<file path="src/source/biu_pkg.sv">
`default_nettype none

package biu_pkg;

   // one data beat on either BIU channel
   localparam int BIU_DATA_W = 64;
   localparam int BIU_STRB_W = BIU_DATA_W / 8;

   typedef logic [BIU_DATA_W-1:0]   biu_data_t;
   typedef logic [BIU_STRB_W-1:0]   biu_strb_t;
   // byte enables of one 32-bit half of the beat
   typedef logic [BIU_STRB_W/2-1:0] word_strb_t;

endpackage

`default_nettype wire

</file>
<file path="src/source/lsu_pkg.sv">
`default_nettype none

package lsu_pkg;

   // ======================================================================
   // general register and register index
   // ======================================================================

   localparam int GRLEN     = 32;
   localparam int REG_IDX_W = 5;

   typedef logic [GRLEN-1:0]     gr_t;
   typedef logic [REG_IDX_W-1:0] reg_idx_t;

   // ======================================================================
   // memory operation codes
   // ======================================================================

   localparam int LSU_OP_W = 4;

   // codes 8..15 are illegal, decoded as neither load nor store
   typedef enum logic [LSU_OP_W-1:0] {
      LSU_LD_B  = 4'h0,
      LSU_LD_H  = 4'h1,
      LSU_LD_W  = 4'h2,
      LSU_LD_BU = 4'h3,
      LSU_LD_HU = 4'h4,
      LSU_ST_B  = 4'h5,
      LSU_ST_H  = 4'h6,
      LSU_ST_W  = 4'h7
   } lsu_op_e;

endpackage

`default_nettype wire
</file>
<file path="src/source/lsu_top.sv">
`timescale 1ns/100ps
`default_nettype none

module lsu_top
   import lsu_pkg::*, biu_pkg::*;
(
   input  logic      clk,
   input  logic      rst_n,

   // execute side
   input  logic      valid_e,
   input  lsu_op_e   lsu_op,
   input  gr_t       base,
   input  gr_t       offset,
   input  gr_t       wdata,
   input  reg_idx_t  ecl_lsu_rd_e,
   input  logic      ecl_lsu_wen_e,

   // BIU responses
   input  logic      biu_lsu_rd_ack,
   input  logic      biu_lsu_data_valid,
   input  biu_data_t biu_lsu_data,
   input  logic      biu_lsu_wr_ack,
   input  logic      biu_lsu_write_done,

   // BIU requests
   output logic      lsu_biu_rd_req,
   output gr_t       lsu_biu_rd_addr,
   output logic      lsu_biu_wr_req,
   output gr_t       lsu_biu_wr_addr,
   output biu_data_t lsu_biu_wr_data,
   output biu_strb_t lsu_biu_wr_strb,

   // results
   output gr_t       read_result_m,
   output logic      lsu_finish_m,
   output reg_idx_t  lsu_ecl_rd_m,
   output logic      lsu_ecl_wen_m,
   output logic      lsu_ecl_ale_e,
   output gr_t       lsu_csr_badv_e
);

   gr_t     addr_e;
   gr_t     addr_m;
   logic    is_store_e;
   logic    is_store_m;
   logic    valid_val_e;
   lsu_op_e lsu_op_m;

   lsu_addr_check u_addr_check (
      .valid_e        (valid_e),
      .lsu_op         (lsu_op),
      .base           (base),
      .offset         (offset),
      .addr_e         (addr_e),
      .is_store_e     (is_store_e),
      .valid_val_e    (valid_val_e),
      .lsu_ecl_ale_e  (lsu_ecl_ale_e),
      .lsu_csr_badv_e (lsu_csr_badv_e)
   );

   lsu_e2m_stage u_e2m_stage (
      .clk                (clk),
      .rst_n              (rst_n),
      .valid_e            (valid_e),
      .lsu_op             (lsu_op),
      .addr_e             (addr_e),
      .is_store_e         (is_store_e),
      .lsu_ecl_ale_e      (lsu_ecl_ale_e),
      .ecl_lsu_rd_e       (ecl_lsu_rd_e),
      .ecl_lsu_wen_e      (ecl_lsu_wen_e),
      .biu_lsu_data_valid (biu_lsu_data_valid),
      .biu_lsu_write_done (biu_lsu_write_done),
      .lsu_op_m           (lsu_op_m),
      .addr_m             (addr_m),
      .is_store_m         (is_store_m),
      .lsu_finish_m       (lsu_finish_m),
      .lsu_ecl_rd_m       (lsu_ecl_rd_m),
      .lsu_ecl_wen_m      (lsu_ecl_wen_m)
   );

   lsu_rd_ctrl u_rd_ctrl (
      .clk                (clk),
      .rst_n              (rst_n),
      .valid_val_e        (valid_val_e),
      .is_store_m         (is_store_m),
      .addr_m             (addr_m),
      .biu_lsu_rd_ack     (biu_lsu_rd_ack),
      .biu_lsu_wr_ack     (biu_lsu_wr_ack),
      .biu_lsu_data_valid (biu_lsu_data_valid),
      .lsu_biu_rd_req     (lsu_biu_rd_req),
      .lsu_biu_rd_addr    (lsu_biu_rd_addr)
   );

   lsu_wr_ctrl u_wr_ctrl (
      .clk                (clk),
      .rst_n              (rst_n),
      .valid_val_e        (valid_val_e),
      .is_store_e         (is_store_e),
      .lsu_op             (lsu_op),
      .addr_e             (addr_e),
      .wdata              (wdata),
      .biu_lsu_wr_ack     (biu_lsu_wr_ack),
      .biu_lsu_write_done (biu_lsu_write_done),
      .lsu_biu_wr_req     (lsu_biu_wr_req),
      .lsu_biu_wr_addr    (lsu_biu_wr_addr),
      .lsu_biu_wr_data    (lsu_biu_wr_data),
      .lsu_biu_wr_strb    (lsu_biu_wr_strb)
   );

   lsu_load_align u_load_align (
      .lsu_op_m      (lsu_op_m),
      .addr_m        (addr_m),
      .biu_lsu_data  (biu_lsu_data),
      .read_result_m (read_result_m)
   );

endmodule

`default_nettype wire

</file>
<file path="src/source/lsu_load_align.sv">
`timescale 1ns/100ps
`default_nettype none

module lsu_load_align
   import lsu_pkg::*, biu_pkg::*;
(
   input  lsu_op_e   lsu_op_m,
   input  gr_t       addr_m,
   input  biu_data_t biu_lsu_data,
   output gr_t       read_result_m
);

   gr_t         rd_word;
   logic [7:0]  rd_byte;
   logic [15:0] rd_half;

   // upper or lower word of the beat
   assign rd_word = addr_m[2] ? biu_lsu_data[63:32] : biu_lsu_data[31:0];

   always_comb begin
      case (addr_m[1:0])
         2'b00:   rd_byte = rd_word[7:0];
         2'b01:   rd_byte = rd_word[15:8];
         2'b10:   rd_byte = rd_word[23:16];
         default: rd_byte = rd_word[31:24];
      endcase
   end

   // halves are aligned, so bit 1 alone picks one
   assign rd_half = addr_m[1] ? rd_word[31:16] : rd_word[15:0];

   // sign or zero extend
   always_comb begin
      case (lsu_op_m)
         LSU_LD_B:  read_result_m = {{24{rd_byte[7]}}, rd_byte};
         LSU_LD_BU: read_result_m = {24'b0, rd_byte};
         LSU_LD_H:  read_result_m = {{16{rd_half[15]}}, rd_half};
         LSU_LD_HU: read_result_m = {16'b0, rd_half};
         default:   read_result_m = rd_word;
      endcase
   end

endmodule

`default_nettype wire

</file>
<file path="src/source/lsu_wr_ctrl.sv">
`timescale 1ns/100ps
`default_nettype none

module lsu_wr_ctrl
   import lsu_pkg::*, biu_pkg::*;
(
   input  logic      clk,
   input  logic      rst_n,
   input  logic      valid_val_e,
   input  logic      is_store_e,
   input  lsu_op_e   lsu_op,
   input  gr_t       addr_e,
   input  gr_t       wdata,
   input  logic      biu_lsu_wr_ack,
   input  logic      biu_lsu_write_done,
   output logic      lsu_biu_wr_req,
   output gr_t       lsu_biu_wr_addr,
   output biu_data_t lsu_biu_wr_data,
   output biu_strb_t lsu_biu_wr_strb
);

   gr_t        st_word;
   word_strb_t st_strb;
   logic       wr_in_prog_q;

   // data copied to every lane, strobe picks the lanes
   always_comb begin
      st_word = '0;
      st_strb = '0;
      case (lsu_op)
         LSU_ST_B: begin
            st_word = {4{wdata[7:0]}};
            st_strb = word_strb_t'(4'b0001 << addr_e[1:0]);
         end
         LSU_ST_H: begin
            st_word = {2{wdata[15:0]}};
            st_strb = word_strb_t'(4'b0011 << addr_e[1:0]);
         end
         LSU_ST_W: begin
            st_word = wdata;
            st_strb = 4'b1111;
         end
         default: ;
      endcase
   end

   // address bit 2 selects the half of the beat
   assign lsu_biu_wr_data = addr_e[2] ? {st_word, 32'b0} : {32'b0, st_word};
   assign lsu_biu_wr_strb = addr_e[2] ? {st_strb, 4'b0} : {4'b0, st_strb};
   assign lsu_biu_wr_addr = addr_e;

   // BIU acks in the request cycle, done comes later
   always_ff @(posedge clk or negedge rst_n) begin
      if (!rst_n) begin
         wr_in_prog_q <= 1'b0;
      end else begin
         wr_in_prog_q <= (wr_in_prog_q & ~biu_lsu_write_done) | biu_lsu_wr_ack;
      end
   end

   assign lsu_biu_wr_req = valid_val_e & is_store_e & ~wr_in_prog_q;

endmodule

`default_nettype wire

</file>
<file path="src/source/lsu_rd_ctrl.sv">
`timescale 1ns/100ps
`default_nettype none

module lsu_rd_ctrl
   import lsu_pkg::*;
(
   input  logic clk,
   input  logic rst_n,
   input  logic valid_val_e,
   input  logic is_store_m,
   input  gr_t  addr_m,
   input  logic biu_lsu_rd_ack,
   input  logic biu_lsu_wr_ack,
   input  logic biu_lsu_data_valid,
   output logic lsu_biu_rd_req,
   output gr_t  lsu_biu_rd_addr
);

   logic valid_val_m;
   logic rd_in_prog_q;

   // ======================================================================
   // held request valid, dropped once the BIU has taken the request
   // ======================================================================

   always_ff @(posedge clk or negedge rst_n) begin
      if (!rst_n) begin
         valid_val_m <= 1'b0;
      end else if (biu_lsu_rd_ack | biu_lsu_wr_ack) begin
         valid_val_m <= 1'b0;
      end else if (valid_val_e) begin
         valid_val_m <= 1'b1;
      end
   end

   // set after the ack, cleared after data returns
   always_ff @(posedge clk or negedge rst_n) begin
      if (!rst_n) begin
         rd_in_prog_q <= 1'b0;
      end else begin
         rd_in_prog_q <= (rd_in_prog_q & ~biu_lsu_data_valid) | biu_lsu_rd_ack;
      end
   end

   assign lsu_biu_rd_req  = valid_val_m & ~is_store_m & ~rd_in_prog_q;
   assign lsu_biu_rd_addr = addr_m;

endmodule

`default_nettype wire

</file>
<file path="src/source/lsu_e2m_stage.sv">
`timescale 1ns/100ps
`default_nettype none

module lsu_e2m_stage
   import lsu_pkg::*;
(
   input  logic     clk,
   input  logic     rst_n,
   input  logic     valid_e,
   input  lsu_op_e  lsu_op,
   input  gr_t      addr_e,
   input  logic     is_store_e,
   input  logic     lsu_ecl_ale_e,
   input  reg_idx_t ecl_lsu_rd_e,
   input  logic     ecl_lsu_wen_e,
   input  logic     biu_lsu_data_valid,
   input  logic     biu_lsu_write_done,
   output lsu_op_e  lsu_op_m,
   output gr_t      addr_m,
   output logic     is_store_m,
   output logic     lsu_finish_m,
   output reg_idx_t lsu_ecl_rd_m,
   output logic     lsu_ecl_wen_m
);

   logic ale_m;

   // payload, held until the next dispatch
   always_ff @(posedge clk) begin
      if (valid_e) begin
         lsu_op_m     <= lsu_op;
         addr_m       <= addr_e;
         lsu_ecl_rd_m <= ecl_lsu_rd_e;
      end
   end

   always_ff @(posedge clk or negedge rst_n) begin
      if (!rst_n) begin
         is_store_m    <= 1'b0;
         lsu_ecl_wen_m <= 1'b0;
         ale_m         <= 1'b0;
      end else begin
         // single cycle pulse, the faulting op sends no request
         ale_m <= lsu_ecl_ale_e;
         if (valid_e) begin
            is_store_m    <= is_store_e;
            lsu_ecl_wen_m <= ecl_lsu_wen_e;
         end
      end
   end

   assign lsu_finish_m = biu_lsu_data_valid | biu_lsu_write_done | ale_m;

endmodule

`default_nettype wire

</file>
<file path="src/source/lsu_addr_check.sv">
`timescale 1ns/100ps
`default_nettype none

module lsu_addr_check
   import lsu_pkg::*;
(
   input  logic    valid_e,
   input  lsu_op_e lsu_op,
   input  gr_t     base,
   input  gr_t     offset,
   output gr_t     addr_e,
   output logic    is_store_e,
   output logic    valid_val_e,
   output logic    lsu_ecl_ale_e,
   output gr_t     lsu_csr_badv_e
);

   logic is_half;
   logic is_word;
   logic ale;

   assign addr_e = base + offset;

   // store flag and access size
   always_comb begin
      is_store_e = 1'b0;
      is_half    = 1'b0;
      is_word    = 1'b0;
      case (lsu_op)
         LSU_LD_H, LSU_LD_HU: is_half = 1'b1;
         LSU_LD_W:            is_word = 1'b1;
         LSU_ST_B:            is_store_e = 1'b1;
         LSU_ST_H: begin
            is_store_e = 1'b1;
            is_half    = 1'b1;
         end
         LSU_ST_W: begin
            is_store_e = 1'b1;
            is_word    = 1'b1;
         end
         default: ;
      endcase
   end

   // byte accesses never fault
   assign ale = (is_half & addr_e[0]) | (is_word & (addr_e[1:0] != 2'b00));

   assign valid_val_e    = valid_e & ~ale;
   assign lsu_ecl_ale_e  = valid_e & ale;
   assign lsu_csr_badv_e = addr_e;

endmodule

`default_nettype wire

</file>
<file path="config.mk">
export PLATFORM = sky130hd
export DESIGN_NAME = lsu_top
export DESIGN_NICKNAME = d
export VERILOG_FILES = /design/src/source/biu_pkg.sv /design/src/source/lsu_pkg.sv /design/src/source/lsu_top.sv /design/src/source/lsu_load_align.sv /design/src/source/lsu_wr_ctrl.sv /design/src/source/lsu_rd_ctrl.sv /design/src/source/lsu_e2m_stage.sv /design/src/source/lsu_addr_check.sv
export SDC_FILE = /design/constraint.sdc
export NUM_CORES = 1
export LEC_CHECK = 0
export BUFFER_PORTS_ARGS = -buffer_cell sky130_fd_sc_hd__buf_2
export CORE_MARGIN = 8
export CORE_UTILIZATION = 23
export CTS_CLUSTER_SIZE = 14
export DETAILED_ROUTE_END_ITERATION = 7
export PLACE_DENSITY = 0.54
export SLEW_MARGIN = 30
export SYNTH_ARGS = -nofsm -noshare
export SYNTH_HDL_FRONTEND = slang
export SYNTH_SLANG_ARGS = --single-unit
</file>
<file path="constraint.sdc">
create_clock -name clk -period 3.5 [get_ports clk]
set_input_delay 0.35 -clock clk [delete_from_list [all_inputs] [get_ports clk]]
set_output_delay 0.35 -clock clk [all_outputs]
set_load 0.01 [all_outputs]
</file>
Word-level counts from Yosys, hierarchy flattened
Index checks and enable logic that the tools add are counted.
Widths: inputs -> output; s select.
{ "totals": {"wordCells": 65, "ff_bits": 47, "inputBits": 177} }
{ "op_classes": {"muxes": 13, "n_bitwise": 22, "n_eq_ne": 11, "addsub": 1, "n_reduce_logical": 7, "shifts": 2} }
{ "op_table": {"columns": ["op", "count"], "rows": [
  ["$pmux 32 s4", 1],
  ["$pmux 32 s3", 1],
  ["$mux 64", 1],
  ["$add 32x32->32", 1],
  ["$mux 32", 1],
  ["$pmux 8 s3", 1],
  ["$eq 4x3->1 const B", 5],
  ["$mux 16", 1],
  ["$pmux 4 s3", 1],
  ["$and 1x1->1", 10],
  ["$eq 4x1->1 const B", 2],
  ["$eq 4x2->1 const B", 2],
  ["$mux 8", 1],
  ["$not 1->1", 6],
  ["$or 1x1->1", 6],
  ["$reduce_or 3->1", 2],
  ["$mux 1", 5],
  ["$logic_not 4->1", 1],
  ["$reduce_bool 2->1", 2],
  ["$shl 1x2->4 const A", 1],
  ["$shl 2x2->4 const A", 1],
  ["$eq 2x1->1 const B", 1],
  ["$eq 2x2->1 const B", 1],
  ["$logic_not 2->1", 1],
  ["$reduce_or 2->1", 1]
]} }

Longest topological paths before layout
Gate-level depths: netlist (run 1).
{ "logic_depth": {"word_depth": 9, "mapped_depth": 11} }

Cells and area by module
Synthesis (run 1) repeated with hierarchy kept, for this count alone.
{ "unflattened": {"hier_cells": 696, "hier_area_um2": 6326.1} }
{ "by_module_without_submodules": {"columns": ["mod", "seq_area_each_um2", "cells_each", "area_per_inst_um2", "instances"], "rows": [
  ["lsu_addr_check", 0.0, 281, 2037.0, 1],
  ["lsu_load_align", 0.0, 135, 1388.8, 1],
  ["lsu_e2m_stage", 1306.3, 47, 1335.0, 1],
  ["lsu_wr_ctrl", 25.0, 194, 1237.4, 1],
  ["lsu_rd_ctrl", 50.0, 39, 327.8, 1]
]} }

Worst setup path after synthesis (run 1)
No wires, ideal clock.
{ "synth_path": {"path_type": "input -> output", "startpoint": "input port offset[0]", "endpoint": "output port lsu_csr_badv_e[26]", "n_path_buf": 1, "required_time_ps": 3150, "arrival_time_ps": 2393, "path_slack_ps": 757, "path_stages": 11, "cell_sequence": "ha_1 inv_1 fa_1 nor2b_1 o31a_1 o211ai_2 a21o_2 o211ai_4 a21boi_0 xnor2_1 buf_4"} }
{ "synth_between": {"elab_chain_len": 1} }
{ "synth_lines": {"columns": ["item", "line", "source"], "rows": [
  ["start, declared", "lsu_top.sv:14", "input gr_t offset,"],
  ["$add 32x32->32", "lsu_addr_check.sv:22", "assign addr_e = base + offset;"],
  ["end, declared", "lsu_top.sv:40", "output gr_t lsu_csr_badv_e"]
]} }
No other way between the ends.

Worst setup path in the final report (run 1)
{ "layout_path": {"startpoint": "input port offset[0]", "endpoint": "output port lsu_biu_wr_addr[22]"} }
{ "layout_between": {"elab_chain_len": 1} }
{ "layout_lines": {"columns": ["item", "line", "source"], "rows": [
  ["$add 32x32->32", "lsu_addr_check.sv:22", null],
  ["end, declared", "lsu_top.sv:30", "output gr_t lsu_biu_wr_addr,"]
]} }
No other way between the ends.

==> impl_metrics.py, run 1 <==
metrics = {
    "run_status": {
        "run_status": "finished clean",
    },
    "yosys": {
        "synth_cell_type_count": 66,
        "netlist_instances": 648,
        "syn-cell-area_um2": 5320,
        "synth-seq-cells": 47,
        "syn_area_per_cell_um2": 8.21,
        "synth-main-ff-cell": "edfxtp_1",
        "synth.largest_area_cell": "edfxtp_1",
        "synth-edff-count": 41,
        "ys_warn_count": 0,
        "async_flop_share_pct": 12.8,
        "synth.top_cell.area_share_pct": 23.1,
        "synth.area.top_cells": "edfxtp_1, nor2_1, ha_1",
        "yosysSeqAreaShare_pct": 26.0,
        "syn_nets": 857,
    },
    "timing": {
        "fmax_mhz": 325,
        "fin_crit_ns": 3.08,
        "tns_ns": 0,
        "post-route-period-util_pct": 88.0,
        "maxSlewViolCount": 0,
        "hold_viol": 0,
        "rsz0062_at_grt": "false",
        "finalWorstSetupSlack_ns": 0.419,
        "fin_worst_skew_ns": 0,
        "tightest_slew_ns": 0.645,
        "relSlewSlack_pct": 56.8,
        "setup_viol": 0,
    },
    "cts": {
        "clkSlewWorstSetupHoldPaths_ns": 0.08,
        "clkSinkCount": 47,
        "htree_num_levels": 2,
        "post-cts-setup-buffers": 0,
        "cts_root_buf": "clkbuf_16",
        "cts_buffers": 5,
        "cts_tree": "built",
        "insertion_delay_ns": 0.29,
        "cts_max_path_buffers": 2,
    },
    "drt": {
        "drc": 0,
        "route.detailed.wl_per_inst_um": 18.6,
        "first_pass_iters": 5,
        "vias": 6211,
        "via_per_inst": 4.86,
        "drtAntennaViolNets": 0,
        "drt_iter0_drc": 342,
        "wl_mm": 23.8,
    },
    "cells_and_area": {
        "regArea_um2": 1380,
        "multi_input_area_um2": 3480,
        "drive_gt1_share_pct": 44.4,
        "fillers": 2435,
        "final_util_pct": 33.2,
        "nets": 1201,
        "area_growth_pct": 41.6,
        "diodes": 0,
        "post-route-cell-area_um2": 7530,
    },
    "critical_path": {
        "max_stage_delay_ns": 0.42,
        "cp_cell_sequence": "buf_2 > ha_1 > inv_1 > fa_1 > nor2b_1 > o31a_1 > o211ai_2 > a21o_2 > o21ai_0 > o311ai_0 > a21oi_1 > buf_2",
        "critPathKind": "input port to output port",
        "crit_path_end_kind": "output port",
        "slowest_stage": "fa_1",
        "rr_worst_depth": 1,
        "worstPathArrival_ns": 2.73,
        "start_kind": "input port",
        "crit_top_cell": "buf_2",
        "path_max_fanout": 5,
        "critPathRequiredTime_ns": 3.15,
    },
    "global_route": {
        "grt_pass1_vias": 6279,
        "grt_pass1_wl_mm": 35.6,
        "overflow": 0,
        "antenna_found_initial": 0,
        "grt_max_degree": 32,
        "grt_usage_pct": 15.7,
    },
    "floorplan": {
        "start_util_pct": 23.4,
        "rows": 55,
        "fp.coreArea_um2": 22700,
        "die_x_um": 168,
        "die_area_um2": 28300,
        "io_pins": 387,
        "die_h_um": 168,
    },
    "min_path": {
        "hold_depth": 1,
        "hp-class": "input port to flop",
    },
    "pwr": {
        "power.leakage_nw": 3.87,
        "p_per_area_nw_per_um2": 379,
        "ir_drop_uv": 231,
    },
    "place": {
        "dp_hpwl_mm": 20.1,
        "port_buffers": 386,
        "dpl_cell_area_um2": 7330,
        "gp_congestion": 0.894,
        "dp_slack_ns": 0.405,
    },
    "run": {
        "cap_violations": 0,
    },
}
==> cells in the final DEF (no fill, tap or decap), types with 4 or more instances in the layout <==
cell,count
buf_4,14
a31oi_1,7
a211oi_1,5
and3_1,5
o21ai_0,34
dfrtp_1,6
a21oi_1,47
o21a_1,6
o211ai_1,17
xnor2_1,21
nand2b_1,5
nor2b_1,5
a21o_1,15
o31a_1,5
clkbuf_16,5
inv_1,21
ha_1,31
nor2_1,104
mux2i_1,31
nand3_1,13
nor3_1,6
and2_1,19
a22oi_1,20
xor2_1,8
mux4_2,4
or3_1,4
mux2_2,14
edfxtp_1,41
buf_2,386
nand2_1,47
==> synthesized netlist by cell type (2+ instances only) <==
cell type / count
a211o_1: 2
a211oi_1: 5
a21o_1: 15
a21o_2: 2
a21oi_1: 47
a22oi_1: 20
a31oi_1: 7
and2_1: 19
and3_1: 5
buf_2: 9
buf_4: 34
clkbuf_1: 19
dfrtp_1: 6
edfxtp_1: 41
ha_1: 31
inv_1: 21
mux2_2: 14
mux2i_1: 31
mux4_2: 4
nand2_1: 47
nand2b_1: 5
nand3_1: 13
nand4_1: 3
nor2_1: 104
nor2b_1: 5
nor3_1: 6
nor4_1: 2
o211ai_1: 17
o21a_1: 6
o21ai_0: 34
o21ai_2: 2
o221ai_1: 3
o31a_1: 5
or3_1: 4
xnor2_1: 21
xor2_1: 9
==> logic make-up after synthesis <==
family / share of synthesized area (%)
AOI/OAI and AO/OA: 24.0
and+or+nand+nor: 18.2
adders and majority gates: 7.67
buffers and inverters: 8.75
muxes: 10.5
xor gates and xnor gates: 4.94
DFF: 26.0
==> per-stage QoR <==
step | cells | power (W) | hold WS, ns
3_5_place_dp | 1269 | 0.00223 | 0.205
2_1_floorplan | 648 | 0.00168 | 0.0544
4_1_cts | 1278 | 0.00290 | 0.207
3_3_place_gp | 1269 | 0.00222 | 0.200
6_report | 1278 | 0.00285 | 0.221
5_1_grt | 1278 | 0.00303 | 0.206
==> registers in the layout (all words and copies together), names as in the netlist <==
register / cells
u_rd_ctrl.rd_in_prog_q: 1
u_rd_ctrl.valid_val_m: 1
u_e2m_stage.lsu_op_m: 4
u_e2m_stage.addr_m: 32
u_wr_ctrl.wr_in_prog_q: 1
u_e2m_stage.lsu_ecl_rd_m: 5
u_e2m_stage.ale_m: 1
u_e2m_stage.is_store_m: 1
u_e2m_stage.lsu_ecl_wen_m: 1
==> cell type report <==
cell class / instances / share of cell area, %
clock buffer: 6 / 1.71
clock inverter: 2 / 0.797
inverter: 21 / 1.05
multi-input combinational: 516 / 46.2
sequential: 47 / 18.3
tap: 285 / 4.73
timing repair buffer: 401 / 27.2
==> worst max-delay path, delay by kind of cell <==
kind                     cells  cell delay [ns]
AO/OA/AOI/OAI                6             1.30
AND/OR/NAND/NOR              1             0.18
adder cells (fa/ha/maj)      2             0.58
buffers and inverters        3             0.30
==> metal layers <==
layer  global-route usage, %  wire [µm]
met5                       0          0
met4                    3.22        329
met3                    5.22       2350
met2                    28.0      11700
met1                    17.9       9370
==> timing repair <==
action,4_1_cts,5_1_grt
resized for setup,0,0
hold endpoints to repair,6,0
hold buffers,1,0
==> worst paths after layout <==
check                                               start                     endpoint  slack (ns)
min in group asynchronous                           rst_n    u_e2m_stage.lsu_ecl_wen_m        0.43
worst min register to register     u_rd_ctrl.rd_in_prog_q       u_rd_ctrl.rd_in_prog_q        0.49
max in group asynchronous                           rst_n       u_e2m_stage.is_store_m        2.89
worst max-delay path                            offset[0]          lsu_biu_wr_addr[22]        0.42
worst max register to register  u_e2m_stage.lsu_ecl_wen_m    u_e2m_stage.lsu_ecl_wen_m        2.76
worst min-delay path                      ecl_lsu_rd_e[0]  u_e2m_stage.lsu_ecl_rd_m[0]        0.22
==> power by group <==
part / internal [W] / switching [W]
Clock: 0.000411 / 0.000237
Combinational: 0.000598 / 0.000877
Sequential: 0.000707 / 0.0000244
Total: 0.00172 / 0.00114
Power figures use the tool's default switching activity.
==> run 2, diff against run 1 <==
--- a/config.mk
+++ b/config.mk
@@ -6,11 +6,11 @@
 export NUM_CORES = 1
 export LEC_CHECK = 0
 export BUFFER_PORTS_ARGS = -buffer_cell sky130_fd_sc_hd__buf_2
-export CORE_MARGIN = 8
-export CORE_UTILIZATION = 23
+export CORE_AREA = 8 8 143 145
 export CTS_CLUSTER_SIZE = 14
 export DETAILED_ROUTE_END_ITERATION = 7
-export PLACE_DENSITY = 0.54
+export DIE_AREA = 0 0 151 153
+export PLACE_DENSITY = 0.65
 export SLEW_MARGIN = 30
 export SYNTH_ARGS = -nofsm -noshare
 export SYNTH_HDL_FRONTEND = slang
==> impl_metrics.py, run 2 (synthesis gave the netlist of run 1 again) <==
metrics = {
    "drt": {
        "first_pass_iters": 5,
        "drtAntennaViolNets": 0,
        "via_per_inst": 5.06,
        "drt_iter0_drc": 350,
        "top_layer": "met4",
        "wl_mm": 22.8,
        "vias": 6199,
        "wl_met3_mm": 2.36,
        "route.met2.wl_mm": 11.1,
        "drc": 0,
        "m1WireLength_mm": 8.68,
        "route.detailed.wl_per_inst_um": 18.6,
    },
    "pwr": {
        "p_per_area_nw_per_um2": 367,
        "power.total_w": 0.00272,
        "power.leakage_nw": 3.85,
        "ir_drop_uv": 200,
    },
    "cells_and_area": {
        "fin_cells": 1225,
        "layout_commonest_cell": "buf_2",
        "area_growth_pct": 39.5,
        "largest_reg_flops": 32,
        "regMostFlops": "u_e2m_stage.addr_m",
        "post-route-cell-area_um2": 7420,
        "drive_gt1_share_pct": 44.4,
        "fillers": 1897,
        "largest_registers": "u_e2m_stage.addr_m (32), u_e2m_stage.lsu_ecl_rd_m (5), u_e2m_stage.lsu_op_m (4)",
        "nets": 1199,
        "diodes": 0,
        "layout_common_cells": "buf_2, nor2_1, nand2_1, a21oi_1, edfxtp_1",
    },
    "floorplan": {
        "die_h_um": 153,
        "die_x_um": 151,
        "rows": 50,
        "io_pins": 387,
        "fp.coreArea_um2": 18300,
        "start_util_pct": 29.1,
        "die_area_um2": 23100,
    },
    "critical_path": {
        "crit_path_end_kind": "output port",
        "path_max_fanout": 5,
        "start_kind": "input port",
        "critPathKind": "input port to output port",
        "worstPathArrival_ns": 2.74,
        "critPathRequiredTime_ns": 3.15,
    },
    "min_path": {
        "hp-class": "input port to flop",
    },
    "place": {
        "gp_congestion": 0.922,
        "dp_hpwl_mm": 19.4,
        "dpl_cell_area_um2": 7260,
        "port_buffers": 386,
        "post-place-cells": 1216,
    },
    "cts": {
        "cts_root_buf": "clkbuf_16",
        "ctsResizeCount": 0,
        "post-cts-setup-buffers": 0,
        "clkSlewWorstSetupHoldPaths_ns": 0.08,
        "htree_num_levels": 2,
        "cts_max_path_buffers": 2,
        "cts_tree": "built",
        "insertion_delay_ns": 0.30,
        "clkSinkCount": 47,
        "cts_buffers": 5,
    },
    "timing": {
        "relSlewSlack_pct": 59.6,
        "rsz0062_at_grt": "false",
        "hold_viol": 0,
        "fmax_mhz": 324,
        "maxSlewViolCount": 0,
        "post-route-period-util_pct": 88.2,
        "setup_viol": 0,
        "fin_crit_ns": 3.09,
        "tightest_slew_ns": 0.604,
        "fin_worst_skew_ns": 0,
        "tns_ns": 0,
    },
    "global_route": {
        "antenna_found_initial": 0,
        "grt_pass1_vias": 6299,
        "overflow": 0,
        "grt_usage_pct": 18.4,
        "grt_pass1_wl_mm": 34.2,
        "grt_max_degree": 32,
    },
    "run_status": {
        "run_status": "finished clean",
    },
    "run": {
        "cap_violations": 0,
    },
}
run 2: cell count changes in the layout (fill, tap and decap cells not counted), sizes merged:
cell      change
clkinv        +1
bufinv        -2
buf           -2
clkinvlp      +1
run 2: metal layers:
layer	track usage [%]	vias up
met5	0	-
met2	32.2	334
li1	-	3007
met1	20.6	2813
met3	5.64	45
met4	6.22	0
run 2: layout make-up:
| cell class | instances | area (µm²) | area share, % |
|---|---|---|---|
| Timing Repair Buffer | 399 | 2030 | 27.4 |
| Clock buffer | 6 | 139 | 1.87 |
| Inverter | 21 | 78.8 | 1.06 |
| Sequential cell | 47 | 1380 | 18.6 |
| Clock inverter | 2 | 16.3 | 0.219 |
| Multi-Input combinational cell | 516 | 3480 | 46.9 |
| Tap cell | 234 | 293 | 3.95 |
run 2: path summary, 6_finish.rpt:
path,from,end,slack [ns],depth (start not counted)
min in group asynchronous,rst_n,u_e2m_stage.lsu_ecl_wen_m,0.44,2
max,offset[0],lsu_biu_wr_addr[22],0.41,12
max in group asynchronous,rst_n,u_wr_ctrl.wr_in_prog_q,2.91,2
min,biu_lsu_rd_ack,u_rd_ctrl.valid_val_m,0.21,2
max reg2reg,u_e2m_stage.lsu_ecl_wen_m,u_e2m_stage.lsu_ecl_wen_m,2.76,1
min reg2reg,u_rd_ctrl.rd_in_prog_q,u_rd_ctrl.rd_in_prog_q,0.49,1
run 2: report_power, final:
group | internal, W | total, W | switching, W
combinational | 0.000596 | 0.00146 | 0.000866
clock | 0.000287 | 0.000527 | 0.000240
sequential | 0.000707 | 0.000732 | 0.0000244
run 2: timing repair:
action                     4_1_cts  5_1_grt
setup endpoints to repair        0        0
hold endpoints to repair         6        0
hold buffers                     1        0
run 2: critical path, stage by stage:
cell	delay, ns
buf_2	0.10
ha_1	0.17
inv_1	0.06
fa_1	0.42
nor2b_1	0.18
o31a_1	0.23
o211ai_2	0.11
a21o_2	0.27
o21ai_0	0.24
o311ai_0	0.18
a21oi_1	0.25
buf_2	0.17
run 2: through the flow:
| stage | hold WS, ns | utilization, % | setup slack, ns |
|---|---|---|---|
| after detailed placement | 0.189 | 39.7 | 0.436 |
| after CTS | 0.202 | 40.6 | 0.416 |
| after global placement | 0.190 | 39.7 | 0.438 |
| after global routing | 0.205 | 40.6 | 0.252 |
| final | 0.212 | 40.6 | 0.412 |
| after floorplan | 0.0544 | - | 0.757 |
==> run 3, diff against run 2 <==
--- a/config.mk
+++ b/config.mk
@@ -6,12 +6,12 @@
 export NUM_CORES = 1
 export LEC_CHECK = 0
 export BUFFER_PORTS_ARGS = -buffer_cell sky130_fd_sc_hd__buf_2
-export CORE_AREA = 8 8 143 145
+export CORE_AREA = 8 8 144 146
 export CTS_CLUSTER_SIZE = 14
 export DETAILED_ROUTE_END_ITERATION = 7
-export DIE_AREA = 0 0 151 153
+export DIE_AREA = 0 0 152 154
 export PLACE_DENSITY = 0.65
-export SLEW_MARGIN = 30
+export SLEW_MARGIN = 20
 export SYNTH_ARGS = -nofsm -noshare
 export SYNTH_HDL_FRONTEND = slang
 export SYNTH_SLANG_ARGS = --single-unit
==> constraint.sdc (replaced) <==
create_clock -name clk -period 3.1 [get_ports clk]
set_input_delay 0.31 -clock clk [delete_from_list [all_inputs] [get_ports clk]]
set_output_delay 0.31 -clock clk [all_outputs]
set_load 0.01 [all_outputs]
==> impl_metrics.py, run 3 (synthesis gave the netlist of run 1 again) <==
metrics = {
    "timing": {
        "fmax_mhz": 338,
        "fin_crit_ns": 2.96,
        "maxSlewViolCount": 0,
        "tightest_slew_ns": 0.645,
        "post-route-period-util_pct": 95.4,
        "fin_worst_skew_ns": 0,
        "tns_ns": 0,
        "relSlewSlack_pct": 57.0,
        "hold_viol": 0,
        "finalWorstSetupSlack_ns": 0.143,
        "setup_viol": 0,
    },
    "critical_path": {
        "worstPathArrival_ns": 2.65,
        "cp_cell_sequence": "buf_2 > ha_1 > a21o_2 > a21oi_1 > a21boi_1 > o311a_1 > a211oi_2 > nand3b_1 > o311a_2 > buf_2",
        "critPathKind": "input port to output port",
        "crit_path_end_kind": "output port",
        "max_stage_delay_ns": 0.41,
        "critical_path.top_delay_family": "compound AO/OA/AOI/OAI gates",
        "path_max_fanout": 5,
        "slowest_stage": "o311a_1",
        "critPathRequiredTime_ns": 2.79,
        "crit_top_cell": "buf_2",
        "crit_buf_inv": 2,
        "start_kind": "input port",
    },
    "cells_and_area": {
        "regMostFlops": "u_e2m_stage.addr_m",
        "area_growth_pct": 41.6,
        "nets": 1207,
        "fillers": 1934,
        "regArea_um2": 1380,
        "largest_reg_flops": 32,
        "multi_input_area_um2": 3500,
        "largest_registers": "u_e2m_stage.addr_m (32), u_e2m_stage.lsu_ecl_rd_m (5), u_e2m_stage.lsu_op_m (4)",
        "layout_commonest_cell": "buf_2",
        "layout_common_cells": "buf_2, nor2_1, nand2_1, a21oi_1, edfxtp_1",
        "drive_gt1_share_pct": 45.2,
        "diodes": 0,
    },
    "global_route": {
        "grt_pass1_wl_mm": 35.6,
        "grt_usage_pct": 18.7,
        "overflow": 0,
        "grt_max_degree": 46,
        "antenna_found_initial": 0,
        "grt_pass1_vias": 6233,
    },
    "drt": {
        "route.detailed.wl_per_inst_um": 19.0,
        "wl_mm": 23.4,
        "drt_iter0_drc": 386,
        "vias": 6306,
        "via_per_inst": 5.11,
        "drc": 0,
        "first_pass_iters": 5,
        "drtAntennaViolNets": 0,
    },
    "cts": {
        "cts_buffers": 5,
        "insertion_delay_ns": 0.29,
        "cts_root_buf": "clkbuf_16",
        "clkSlewWorstSetupHoldPaths_ns": 0.07,
        "htree_num_levels": 2,
        "clkSinkCount": 47,
        "cts_max_path_buffers": 2,
        "cts_tree": "built",
    },
    "floorplan": {
        "io_pins": 387,
        "die_h_um": 154,
        "die_x_um": 152,
        "start_util_pct": 28.8,
        "die_area_um2": 23400,
        "rows": 50,
        "fp.coreArea_um2": 18500,
    },
    "run": {
        "cap_violations": 0,
    },
    "pwr": {
        "ir_drop_uv": 278,
        "power.total_w": 0.00319,
        "p_per_area_nw_per_um2": 423,
        "power.leakage_nw": 3.91,
    },
    "place": {
        "dp_slack_ns": 0.150,
        "gp_congestion": 0.949,
        "port_buffers": 386,
        "dp_hpwl_mm": 19.8,
    },
    "run_status": {
        "run_status": "finished clean",
    },
    "min_path": {
        "hp-class": "input port to flop",
    },
}
-- run 3: changes by cell type in the layout (fill, tap and decap cells not counted), sizes merged --
| cell | before | now |
|---|---|---|
| clkinvlp | 1 | 0 |
| buf | 398 | 406 |
| bufinv | 0 | 1 |
-- run 3: final cells by class --
type | instances | area share [%]
clock inverters | 2 | 0.465
repair buffers | 407 | 27.9
flip-flops and latches | 47 | 18.3
inverters | 21 | 1.05
well taps | 234 | 3.89
multi-input cells | 516 | 46.5
clock buffers | 6 | 1.84
-- run 3: final timing paths --
| check | start | to | slack (ns) | depth (start not counted) |
|---|---|---|---|---|
| setup reg to reg | u_e2m_stage.lsu_ecl_wen_m | u_e2m_stage.lsu_ecl_wen_m | 2.36 | 1 |
| min in group asynchronous | rst_n | u_e2m_stage.lsu_ecl_wen_m | 0.43 | 2 |
| setup / recovery | offset[3] | lsu_biu_wr_addr[29] | 0.14 | 10 |
| hold reg to reg | u_wr_ctrl.wr_in_prog_q | u_wr_ctrl.wr_in_prog_q | 0.49 | 1 |
| hold / removal | ecl_lsu_rd_e[2] | u_e2m_stage.lsu_ecl_rd_m[2] | 0.18 | 1 |
| max in group asynchronous | rst_n | u_e2m_stage.ale_m | 2.50 | 2 |
-- run 3: timing repair --
item,CTS,global route
endpoints found under the hold margin,6,0
buffers inserted,0,4
hold buffers,1,0
resized for setup,0,5
setup endpoints to repair,0,10
-- run 3: power by group --
| group | internal (W) | switching [W] | total [W] |
|---|---|---|---|
| registers | 0.000799 | 0.0000256 | 0.000825 |
| logic | 0.000695 | 0.000999 | 0.00169 |
| clock network | 0.000402 | 0.000264 | 0.000666 |
-- run 3: metrics by stage --
stage	hold WS, ns	area, µm²	cells	utilization, %
2_1_floorplan	0.0144	5320	648	-
3_3_place_gp	0.159	7290	1220	39.5
5_1_grt	0.167	7530	1233	40.8
6_report	0.185	7530	1233	40.8
3_5_place_dp	0.166	7290	1220	39.5
4_1_cts	0.168	7470	1229	40.5
-- run 3: routing by layer --
| metal | wire (µm) | GRT usage [%] | up-vias |
|---|---|---|---|
| met5 | 0 | 0 | - |
| met4 | 647 | 5.71 | 0 |
| met3 | 1900 | 5.38 | 36 |
| met2 | 11300 | 32.7 | 337 |
| met1 | 9550 | 21.9 | 2905 |
| li1 | - | - | 3028 |
